==> src/scan_pkg.sv <==
`default_nettype none

package scan_pkg;

    localparam int COLORW = 4;                 // default channel width, top level may override

    typedef logic [COLORW-1:0] chan_t;        // one colour channel
    typedef logic [8:0]        haddr_t;       // horizontal address, up to 512 pixels

    typedef struct packed {
        chan_t r;                             // msb side
        chan_t g;
        chan_t b;
    } rgb_t;

    // scanline treatment on the second pass of a line
    typedef enum logic [1:0] {
        sl_none    = 2'd0,
        sl_half    = 2'd1,
        sl_quarter = 2'd2,
        sl_black   = 2'd3
    } sl_mode_t;

    // floor average of two channels
    function automatic chan_t ave_chan(input chan_t a, input chan_t b);
        logic [COLORW:0] sum;                 // one extra bit for the carry
        sum = {1'b0, a} + {1'b0, b};
        return sum[COLORW:1];
    endfunction

    function automatic rgb_t blend_rgb(input rgb_t a, input rgb_t b);
        rgb_t o;
        o.r = ave_chan(a.r, b.r);
        o.g = ave_chan(a.g, b.g);
        o.b = ave_chan(a.b, b.b);
        return o;
    endfunction

    // blend with black once (half) or twice (quarter)
    function automatic rgb_t dim_rgb(input rgb_t p, input logic twice);
        rgb_t half;
        half = blend_rgb('0, p);
        return twice ? blend_rgb('0, half) : half;
    endfunction

endpackage

`default_nettype wire

==> src/raster_timing.sv <==
`timescale 1ns/1ps
`default_nettype none

module raster_timing #(
    parameter int H_TOTAL  = 400,             // input pixels per line
    parameter int HS_START = 320,
    parameter int HS_WIDTH = 32
) (
    input  wire logic clk,
    input  wire logic rst_n,
    output logic      pxl_cen,                // input pixel strobe, 1 in 8 clk
    output logic      pxl2_cen,               // doubled pixel strobe, 1 in 4 clk
    output logic      hs                      // input horizontal sync
);

    import scan_pkg::*;

    localparam int HS_END = HS_START + HS_WIDTH;

    logic [1:0] phase;                        // clk phase within a doubled pixel
    logic       tgl;                          // halves pxl2_cen
    haddr_t     hcnt;                         // input pixel position
    haddr_t     hcnt_nxt;
    logic       hs_nxt;

    // clock enables
    always_ff @(posedge clk or negedge rst_n) begin
        if (!rst_n) begin
            phase    <= '0;
            tgl      <= 1'b0;
            pxl2_cen <= 1'b0;
            pxl_cen  <= 1'b0;
        end else begin
            phase    <= phase + 2'd1;
            pxl2_cen <= (phase == 2'd3);
            pxl_cen  <= (phase == 2'd3) && tgl;   // every second strobe
            if (phase == 2'd3) begin
                tgl <= ~tgl;
            end
        end
    end

    // next horizontal position and sync level
    always_comb begin
        if (hcnt == haddr_t'(H_TOTAL - 1)) begin
            hcnt_nxt = '0;                    // wrap at end of line
        end else begin
            hcnt_nxt = hcnt + 9'd1;
        end
        hs_nxt = (hcnt_nxt >= haddr_t'(HS_START)) && (hcnt_nxt < haddr_t'(HS_END));
    end

    // horizontal counter, one step per input pixel
    always_ff @(posedge clk or negedge rst_n) begin
        if (!rst_n) begin
            hcnt <= '0;
            hs   <= 1'b0;
        end else if (pxl_cen) begin
            hcnt <= hcnt_nxt;
            hs   <= hs_nxt;                   // sync tracks the counter
        end
    end

    // pixel strobe must sit on a doubled strobe, the doubler depends on it
    property p_cen_aligned;
        @(posedge clk) disable iff (!rst_n) pxl_cen |-> pxl2_cen;
    endproperty

    a_cen_aligned: assert property (p_cen_aligned)
        else $error("pxl_cen high without pxl2_cen");

endmodule

`default_nettype wire

==> config.mk <==
export PLATFORM = sky130hd
export DESIGN_NAME = raster_timing
export DESIGN_NICKNAME = d
export VERILOG_FILES = /design/src/scan_pkg.sv /design/src/raster_timing.sv
export SDC_FILE = /design/constraint.sdc
export NUM_CORES = 1
export LEC_CHECK = 0
export ABC_CLOCK_PERIOD_IN_PS = 1700
export BUFFER_PORTS_ARGS = -buffer_cell sky130_fd_sc_hd__buf_2
export CAP_MARGIN = 20
export CORE_AREA = 5 5 43 45
export DETAILED_ROUTE_END_ITERATION = 10
export DIE_AREA = 0 0 48 50
export GPL_TIMING_DRIVEN = 1
export PLACE_DENSITY = 0.78
export SYNTH_ARGS = -nofsm -noshare
export SYNTH_HDL_FRONTEND = slang
export SYNTH_SLANG_ARGS = --single-unit
==> constraint.sdc <==
create_clock -name clk -period 1.7 [get_ports clk]
set_clock_uncertainty 0.1 [all_clocks]
set_input_delay 0.34 -clock clk [delete_from_list [all_inputs] [get_ports clk]]
set_output_delay 0.34 -clock clk [all_outputs]
set_load 0.03 [all_outputs]
==> qor.yml <==
cts_buffers: 3
critPathKind: "register to register"
synthDistinctLibCells: 31
cts-htree-levels: 1
final_nets: 82
grt_pass1_vias: 542
synth_edf_count: 0
regToRegSetupSlack_ps: 170
period_needed_ps: 1530
cts_tree: "yes"
gp_congestion: 0.870
worstPathMaxFanout: 4
min-delay-start: "phase[0]$_DFF_PN0_"
routed_wl_mm: 1.26
io_buffers: 4
drc: 0
die_area_um2: 2400
vias: 538
end_kind: "register"
hold_violations: 0
dp_hpwl_um: 953
maxCapViolCount: 0
clk_path_buf_depth: 2
slew_headroom_pct: 78.4
holdWs_ps: 345
synth_cells: 67
num_rows: 14
p_per_area_nw_per_um2: 692
crit_path_end: "hs$_DFFE_PN0P_"
track_usage_pct: 13.1
critPathRequiredTime_ps: 1820
synthToLayoutAreaGrowth_pct: 10.6
rr_endpoint: "hs$_DFFE_PN0P_"
crit_path_start_kind: "register"
final_cell_mix: "dfrtp_1 (14), inv_1 (4), nand3_1 (4), nand2_1 (4), buf_2 (4)"
ant_nets: 0
pin_count: 5
design.core.area_um2: 1440
via_per_inst: 5.85
ys_warn_count: 0
p_leak_uw: 0.000362
min_path_type: "register to register"
synth-seq-cells: 15
grt_pass1_wl_mm: 2.22
final_common_cell: "dfrtp_1"
chipHeight_um: 50
reg2reg_from: "hcnt[0]$_DFFE_PN0P_"
rsz0062_at_grt: "no"
reg2regPathDepth: 5
ys.flop_type: "dfrtp_1"
synth_area_um2: 753
cts.sinks: 15
fin_tns_setup_ps: 0
peakVddDrop_uv: 568
initial_utilization_pct: 52.4
cts_setup_buffers: 0
critPathLaunch: "hcnt[0]$_DFFE_PN0P_"
dr.pass1.iters: 4
setup_violations: 0
clock.fmax_ghz: 0.655
synth_seq_area_share_pct: 49.8
die_w_um: 48
ctsRootBufferMaster: "clkbuf_4"
fin_crit_sh_pct: 89.8
outcome: "completed"
overflow: 0
detail_route.wl_per_cell_um: 13.7
drive_gt1_share_pct: 23.7
async_flop_share_pct: 100
cp.arrival_ps: 1650
synthesis.nets: 72
clk_pin_slew_ps: 90
drt_iter0_markers: 22
antenna_found_initial: 0
syn_avg_cell_area_um2: 11.2
worst_pin_slew_ps: 324
diodes: 0
drv_slew: 0
worstSkewPairLatency_ps: 290
grt_max_degree: 16
-- what timing repair did --
item,4_1_cts,5_1_grt
hold endpoints to repair,15,0
endpoints found under the setup margin,0,1
hold buffers,1,0
gates resized for setup,0,1
-- flip-flops by register name, indices dropped and copies added (netlist names) --
signal	flops
hcnt	9
phase	2
hs	1
pxl_cen	1
pxl2_cen	1
tgl	1
-- power breakdown --
| part | internal, uW | leakage [uW] | total, uW | switching (uW) |
|---|---|---|---|---|
| logic | 2.33 | 0.000154 | 8.99 | 6.66 |
| registers | 356 | 0.000193 | 356 | 0 |
| clock network | 89.6 | 0.0000139 | 212 | 122 |
-- synthesized netlist by cell type, types with 2 or more instances --
library cell / count / area (um^2)
ha_1: 3 / 37.5
xnor2_1: 3 / 26.3
nand3_1: 4 / 20.0
nor2_1: 3 / 11.3
inv_1: 4 / 15.0
nor4b_1: 2 / 17.5
and3_1: 2 / 12.5
nand2_1: 4 / 15.0
nand4_1: 2 / 12.5
a22o_1: 2 / 17.5
o21ai_1: 3 / 15.0
dfrtp_1: 15 / 375
o21ai_0: 2 / 10.0
-- layout make-up --
class                   instances  area [um^2]
multi-input cells              46          347
fillers                       120          603
clock buffers                   3         22.5
clock inverters                 1         7.51
repair buffers                  7         45.0
well taps                      16         20.0
inverters                       4         15.0
flip-flops and latches         15          377
-- routing by layer --
layer / vias to the layer above / wire length (um) / global-route usage (%)
met5: - / 0 / 0
li1: 261 / - / -
met3: 3 / 106 / 5.09
met1: 252 / 536 / 16.3
met4: 0 / 21 / 6.73
met2: 22 / 594 / 19.2
-- cell families (layout without fill, tap and decap cells) --
kind of cell / count (synthesis) / after routing / synth area share, %
buf+inv: 6 / 15 / 4.15
mux: 2 / 2 / 2.82
fa+ha+maj: 3 / 3 / 4.98
flops: 15 / 15 / 49.8
compound gates: 12 / 12 / 13.5
simple gates: 25 / 25 / 20.1
xor+xnor: 4 / 4 / 4.65
-- worst min-delay path by stage --
| stage | endpoint | slack, ps | cells after the start |
|---|---|---|---|
| floorplan | hcnt[0]$_DFFE_PN0P_ | -60 | 0 |
| global placement | hcnt[3]$_DFFE_PN0P_ | 160 | 1 |
| detailed placement | hcnt[3]$_DFFE_PN0P_ | 160 | 1 |
| CTS | phase[0]$_DFF_PN0_ | 360 | 1 |
| global route | tgl$_DFFE_PN0P_ | 370 | 1 |
| finish | phase[0]$_DFF_PN0_ | 350 | 1 |
-- metrics by stage --
step                instances  cell area (um^2)  utilization (%)  total power [uW]  setup WS, ps
floorplan                  67               753                -               364           226
global placement           87               792             55.1               371           175
detailed placement         87               792             55.1               372           164
CTS                        92               832             57.9               585          60.3
global route               92               833             58.0               605          51.4
finish                     92               833             58.0               577           174
-- worst max-delay path: stages (launching register included) --
cell and delay, ps:
dfrtp_1 400, ha_1 240, and3_1 230, nor4b_1 300, nor3_1 110, o22ai_2 90
Note: power is estimated with default switching activity, not from simulation.
