**src/scan_pkg.sv**
```systemverilog
`default_nettype none

package scan_pkg;

    localparam int COLORW = 4;                 // default channel width, top level may override

    typedef logic [COLORW-1:0] chan_t;        // one colour channel
    typedef logic [8:0]        haddr_t;       // horizontal address, up to 512 pixels

    typedef struct packed {
        chan_t r;                             // msb side
        chan_t g;
        chan_t b;
    } rgb_t;

    // scanline treatment on the second pass of a line
    typedef enum logic [1:0] {
        sl_none    = 2'd0,
        sl_half    = 2'd1,
        sl_quarter = 2'd2,
        sl_black   = 2'd3
    } sl_mode_t;

    // floor average of two channels
    function automatic chan_t ave_chan(input chan_t a, input chan_t b);
        logic [COLORW:0] sum;                 // one extra bit for the carry
        sum = {1'b0, a} + {1'b0, b};
        return sum[COLORW:1];
    endfunction

    function automatic rgb_t blend_rgb(input rgb_t a, input rgb_t b);
        rgb_t o;
        o.r = ave_chan(a.r, b.r);
        o.g = ave_chan(a.g, b.g);
        o.b = ave_chan(a.b, b.b);
        return o;
    endfunction

    // blend with black once (half) or twice (quarter)
    function automatic rgb_t dim_rgb(input rgb_t p, input logic twice);
        rgb_t half;
        half = blend_rgb('0, p);
        return twice ? blend_rgb('0, half) : half;
    endfunction

endpackage

`default_nettype wire

```
**src/scan_doubler.sv**
```systemverilog
`timescale 1ns/1ps
`default_nettype none

module scan_doubler #(
    parameter int COLORW = 4
) (
    input  wire logic                                clk,
    input  wire logic                                rst_n,
    input  wire logic                                pxl_cen,
    input  wire logic                                pxl2_cen,
    input  wire scan_pkg::rgb_t                      base_pxl,
    input  wire logic                                hs,
    input  wire logic                                blend_en,
    input  wire scan_pkg::sl_mode_t                  sl_mode,
    output logic                                     wr_en,
    output logic [$bits(scan_pkg::haddr_t):0]        wr_addr,
    output scan_pkg::rgb_t                           wr_data,
    output logic [$bits(scan_pkg::haddr_t):0]        rd_addr,
    input  wire scan_pkg::rgb_t                      rd_data,
    output scan_pkg::rgb_t                           x2_pxl,
    output logic                                     x2_hs
);

    import scan_pkg::*;

    localparam int DW = 3 * COLORW;           // pixel width

    // the pixel type is fixed by the package width
    if (DW != $bits(rgb_t)) begin : g_width_chk
        $error("COLORW %0d does not match rgb_t width", COLORW);
    end

    haddr_t     wr_h;                         // write position in line
    haddr_t     rd_h;                         // read position in line
    haddr_t     hlen;                         // last position of the stored line
    haddr_t     hswidth;                      // hs width in input pixels
    logic       line;                         // half being read
    logic       scanline;                     // second pass of the line
    logic       last_hs;
    logic       alt_pxl;                      // previous strobe carried pxl_cen
    logic [2:0] cen_d;                        // pxl2_cen delayed 1..3 clk
    rgb_t       prev_rd;                      // left neighbour in this pass
    rgb_t       blend_q;                      // blend stage output
    logic       hs_rise;
    logic       hs_fall;

    assign hs_rise = hs && !last_hs;
    assign hs_fall = !hs && last_hs;

    // line buffer ports, halves kept apart
    assign wr_en   = pxl_cen;
    assign wr_data = base_pxl;
    assign wr_addr = {~line, wr_h};
    assign rd_addr = {line, rd_h};

    // address control, all on the doubled strobe
    always_ff @(posedge clk or negedge rst_n) begin
        if (!rst_n) begin
            wr_h     <= '0;
            rd_h     <= '0;
            hlen     <= '1;                   // no wrap before first line
            hswidth  <= '0;
            line     <= 1'b0;
            scanline <= 1'b0;
            last_hs  <= 1'b0;
            alt_pxl  <= 1'b0;
            x2_hs    <= 1'b0;
        end else if (pxl2_cen) begin
            last_hs <= hs;
            alt_pxl <= pxl_cen;
            if (hs_rise) begin
                hlen     <= wr_h;             // length of the line just written
                wr_h     <= '0;
                rd_h     <= '0;
                line     <= ~line;            // swap halves
                scanline <= 1'b0;
                x2_hs    <= 1'b1;
            end else begin
                if (alt_pxl) begin
                    wr_h <= wr_h + 9'd1;      // once per input pixel
                end
                if (rd_h == hlen) begin
                    rd_h     <= '0;           // second repetition
                    scanline <= 1'b1;
                    x2_hs    <= 1'b1;
                end else begin
                    rd_h <= rd_h + 9'd1;
                    if (rd_h == hswidth) begin
                        x2_hs <= 1'b0;
                    end
                end
            end
            if (hs_fall) begin
                hswidth <= wr_h;
            end
        end
    end

    // strobe pipeline for the RAM, blend and shade stages
    always_ff @(posedge clk or negedge rst_n) begin
        if (!rst_n) begin
            cen_d <= '0;
        end else begin
            cen_d <= {cen_d[1:0], pxl2_cen};
        end
    end

    // blend stage, rd_data valid two clk after the strobe
    always_ff @(posedge clk) begin
        if (cen_d[1]) begin
            prev_rd <= rd_data;
            if (blend_en) begin
                // first pixel of a pass mixes with black
                blend_q <= blend_rgb((rd_h == '0) ? rgb_t'('0) : prev_rd, rd_data);
            end else begin
                blend_q <= rd_data;
            end
        end
    end

    // shade stage, output held for the whole slot
    always_ff @(posedge clk or negedge rst_n) begin
        if (!rst_n) begin
            x2_pxl <= '0;
        end else if (cen_d[2]) begin
            if (!scanline) begin
                x2_pxl <= blend_q;            // first pass untouched
            end else begin
                case (sl_mode)
                    sl_none:    x2_pxl <= blend_q;
                    sl_half:    x2_pxl <= dim_rgb(blend_q, 1'b0);
                    sl_quarter: x2_pxl <= dim_rgb(blend_q, 1'b1);
                    default:    x2_pxl <= '0;     // black scanline
                endcase
            end
        end
    end

    // read side must stay inside the stored line
    property p_rd_in_line;
        @(posedge clk) disable iff (!rst_n) rd_h <= hlen;
    endproperty

    a_rd_in_line: assert property (p_rd_in_line)
        else $error("read address %0d beyond line length %0d", rd_h, hlen);

endmodule

`default_nettype wire

```
**config.mk**
```make
export PLATFORM = sky130hd
export DESIGN_NAME = scan_doubler
export DESIGN_NICKNAME = d
export VERILOG_FILES = /design/src/scan_pkg.sv /design/src/scan_doubler.sv
export SDC_FILE = /design/constraint.sdc
export NUM_CORES = 1
export LEC_CHECK = 0
export BUFFER_PORTS_ARGS = -buffer_cell sky130_fd_sc_hd__buf_2
export CORE_UTILIZATION = 25
export CTS_CLUSTER_DIAMETER = 60
export DETAILED_ROUTE_END_ITERATION = 7
export PLACE_DENSITY = 0.55
export SLEW_MARGIN = 30
export SYNTH_ARGS = -nofsm -noshare
export SYNTH_HDL_FRONTEND = slang
export SYNTH_SLANG_ARGS = --single-unit
```
**constraint.sdc**
```tcl
create_clock -name clk -period 2.6 [get_ports clk]
set_input_delay 0 -clock clk [delete_from_list [all_inputs] [get_ports clk]]
set_output_delay 0 -clock clk [all_outputs]
set_load 0.02 [all_outputs]
```
==> metrics <==
top cells by count, synth nand2_1 (60), dfrtp_1 (47), edfxtp_1 (24), a21oi_1 (19), nor2_1 (19); CP Capture Type flip-flop; Flop pwr share 38.8%; Tmin final 2.447 ns; Die X 129.9 um; Worst R2R Path Depth 10; sw frac 34.87%; Synth area leader dfrtp_1; hold crit path type in -> out; switching power 1.543 mW; layout cells sized above 1 26.58%; Lkg Pwr 2.288 nW; initial core utilization 25.65%; reg2reg start rd_h[0]; synthesized area 4089 um^2; die height 129.9 um; RSZ-0062 raised after global routing no; slowest CP cell dfrtp_2; Worst-path clk slew 0.06 ns; Initial DRC Count 128; Non-Filler Instances 675; antenna-violating nets left 0; PwrDens 864.0 nW/um^2; Critical Path AT 2.52 ns; Vias 3115; TritonCTS clock tree built; first-pass GRT wire length 15520 um; DRC Markers 0; Critical path buffers and inverters 1; Mapped Avg Cell Area 10.54 um^2; EDFF count, synth 24; Clock Power Share 27.0%; Max Clk Rate 0.4086 GHz; first-pass iteration count of the detailed router 4; crit-path cells inv_2 > ha_2 > nor4b_4 > nand2_2 > and2_4 > ha_4 > nand4_1 > a21oi_2 > mux2i_1 > o311ai_2; Critical Path Source rd_h[0]; Worst setup endpoint blend_q[6]; final hold violations 0; worst rel slew slack 56.10%; initial antenna violation count 0; area delta synth->final 25.21%; main area contributors after synthesis dfrtp_1 (29%), edfxtp_1 (18%), dfstp_2 (5.8%); DIE AREA 16870 um^2; Core Area 15940 um^2; Seq/Total Area, Yosys 52.17%; Pint 2.881 mW; Post-Synthesis Net Count 435; crit share post-route 94.12%; worst slew pin tran 0.6585 ns; Startpoint Class flip-flop; clock latency on the worst-skew pair 0.34 ns; Ys Warns 0; CTS max path bufs 2; Critical Path RT 2.67 ns; nets@finish 501; FF-to-FF setup slack 0.15 ns; Max Cap Viol 0; IO Pins 78; top-count cell post-synth nand2_1; status complete, no violations; crit path kind reg -> reg; vias per inst 4.615; number of global-route vias before repair 3096; R2R Path End blend_q[6]; Ant. Diodes 0; Async SR Flop Fraction 70.00%; Peak VDD IR 0.0004149 V; clk sinks 80; crit-path max FO 6; placed insts 639; total CTS buffers 9; GR Util All Layers 12.10%; Routability Congestion 0.7480; row count 46; Finish-stage setup viols 0; Synth cell types 51; DPL Wire Length 6994 um; Clock Tree Root clkbuf_16; critical path's largest stage delay 0.41 ns; WL final 9826 um; most common flop cell mapped by yosys dfrtp_1; routed len/inst 14.56 um; combinational power share 34.2%; CP top delay family simple AND/OR/NAND/NOR gates; register area 2136 um^2; footprint of the multi-input gates 1809 um^2; post-synth top area share 28.76%; Hold WS 0.000008835 ns; Final Max Tran Viols 0; clk_skew 0.006309 ns; port bufs 53; largest net degree at the start of global routing 44; synthesis-stage register bit count 80; CTS H-tree lvls 3; post-synthesis cell count 388; global route total overflow 0; Crit path depth 10; number of fill cells 1614
==> through the flow <==
stage	TNS, ns	total power, mW	utilization (%)	instance area (um^2)	setup slack, ns
2_1_floorplan	0	2.662	-	4093	0.001570
3_3_place_gp	0	3.003	28.55	4552	0.07134
3_5_place_dp	-0.2376	3.068	28.55	4552	-0.1145
4_1_cts	0	4.380	31.55	5030	0.0006943
5_1_grt	0	4.711	32.11	5120	0.01436
6_report	0	4.424	32.11	5120	0.1528
==> layout make-up <==
| type | count | share of cell area (%) |
|---|---|---|
| clock inverter | 6 | 0.8065 |
| multi-input combinational | 257 | 35.34 |
| tap | 216 | 5.279 |
| sequential | 80 | 41.72 |
| timing repair buffer | 85 | 10.65 |
| inverter | 21 | 1.540 |
| clock buffer | 10 | 4.668 |
==> layer usage <==
layer | up-vias | share of wire, % | track usage (%)
met5 | - | 0 | 0
met4 | 0 | 3.0 | 6.156
met3 | 29 | 4.5 | 3.321
met2 | 75 | 48 | 19.25
met1 | 1537 | 45 | 15.08
li1 | 1474 | - | -
==> placed cells by master, fill, tap and decap left out, types with 11 or more instances in the layout <==
cell	synthesis	layout
edfxtp_1	24	24
mux2_1	11	11
a21oi_1	19	16
nand2_1	60	58
inv_1	17	15
xnor2_1	18	18
xor2_1	13	13
o21ai_1	11	11
buf_2	3	53
dlygate4sd3_1	0	16
nor2_1	19	19
buf_4	14	16
dfrtp_1	47	45
==> flip-flops by register name, indices dropped and copies added (netlist names) <==
| name | flops |
|---|---|
| prev_rd | 12 |
| scanline | 1 |
| hlen | 9 |
| wr_h | 9 |
| x2_hs | 1 |
| alt_pxl | 1 |
| line | 1 |
| blend_q | 12 |
| hswidth | 9 |
| rd_h | 9 |
| last_hs | 1 |
| x2_pxl | 12 |
| cen_d | 3 |
==> worst register-to-register path, cell delays in order (launching register included) <==
cell      delay, ns
dfrtp_2        0.41
inv_2          0.08
ha_2           0.18
nor4b_4        0.25
nand2_2        0.17
and2_4         0.19
ha_4           0.28
nand4_1        0.10
a21oi_2        0.14
mux2i_1        0.25
o311ai_2       0.14
==> power by group through the flow <==
stage / registers, mW / logic, mW / clock network (mW)
2_1_floorplan: 1.83 / 0.829 / 0
3_3_place_gp: 1.73 / 1.27 / 0
3_5_place_dp: 1.74 / 1.33 / 0
4_1_cts: 1.72 / 1.43 / 1.23
5_1_grt: 1.75 / 1.68 / 1.28
6_report: 1.71 / 1.51 / 1.20
==> how the worst min path moves through the flow <==
stage                     depth (start not counted)         start     endpoint
after floorplan                                   0         rst_n      alt_pxl
after CTS                                         0   base_pxl[1]   wr_data[1]
after global placement                            1         rst_n        x2_hs
after global routing                              0   base_pxl[4]   wr_data[4]
final                                             0  base_pxl[11]  wr_data[11]
after detailed placement                          1         rst_n        x2_hs
==> cells by family (layout without fill, tap and decap cells) <==
logic type | count (synthesis) | after routing | synth area share [%]
simple gates | 132 | 133 | 15.67
flops | 80 | 80 | 52.17
compound gates | 64 | 64 | 10.47
buf+inv | 52 | 122 | 6.150
xor+xnor | 31 | 31 | 6.640
fa+ha+maj | 15 | 15 | 5.141
mux | 14 | 14 | 3.764
==> timing repair <==
action / 4_1_cts / 5_1_grt
pin swaps: 0 / 3
cloned: 1 / 0
setup buffers: 3 / 0
endpoints found under the setup margin: 3 / 5
hold buffers: 16 / 0
resized for setup: 2 / 16
endpoints found under the hold margin: 28 / 0
Note: power is estimated with default switching activity, not from simulation.
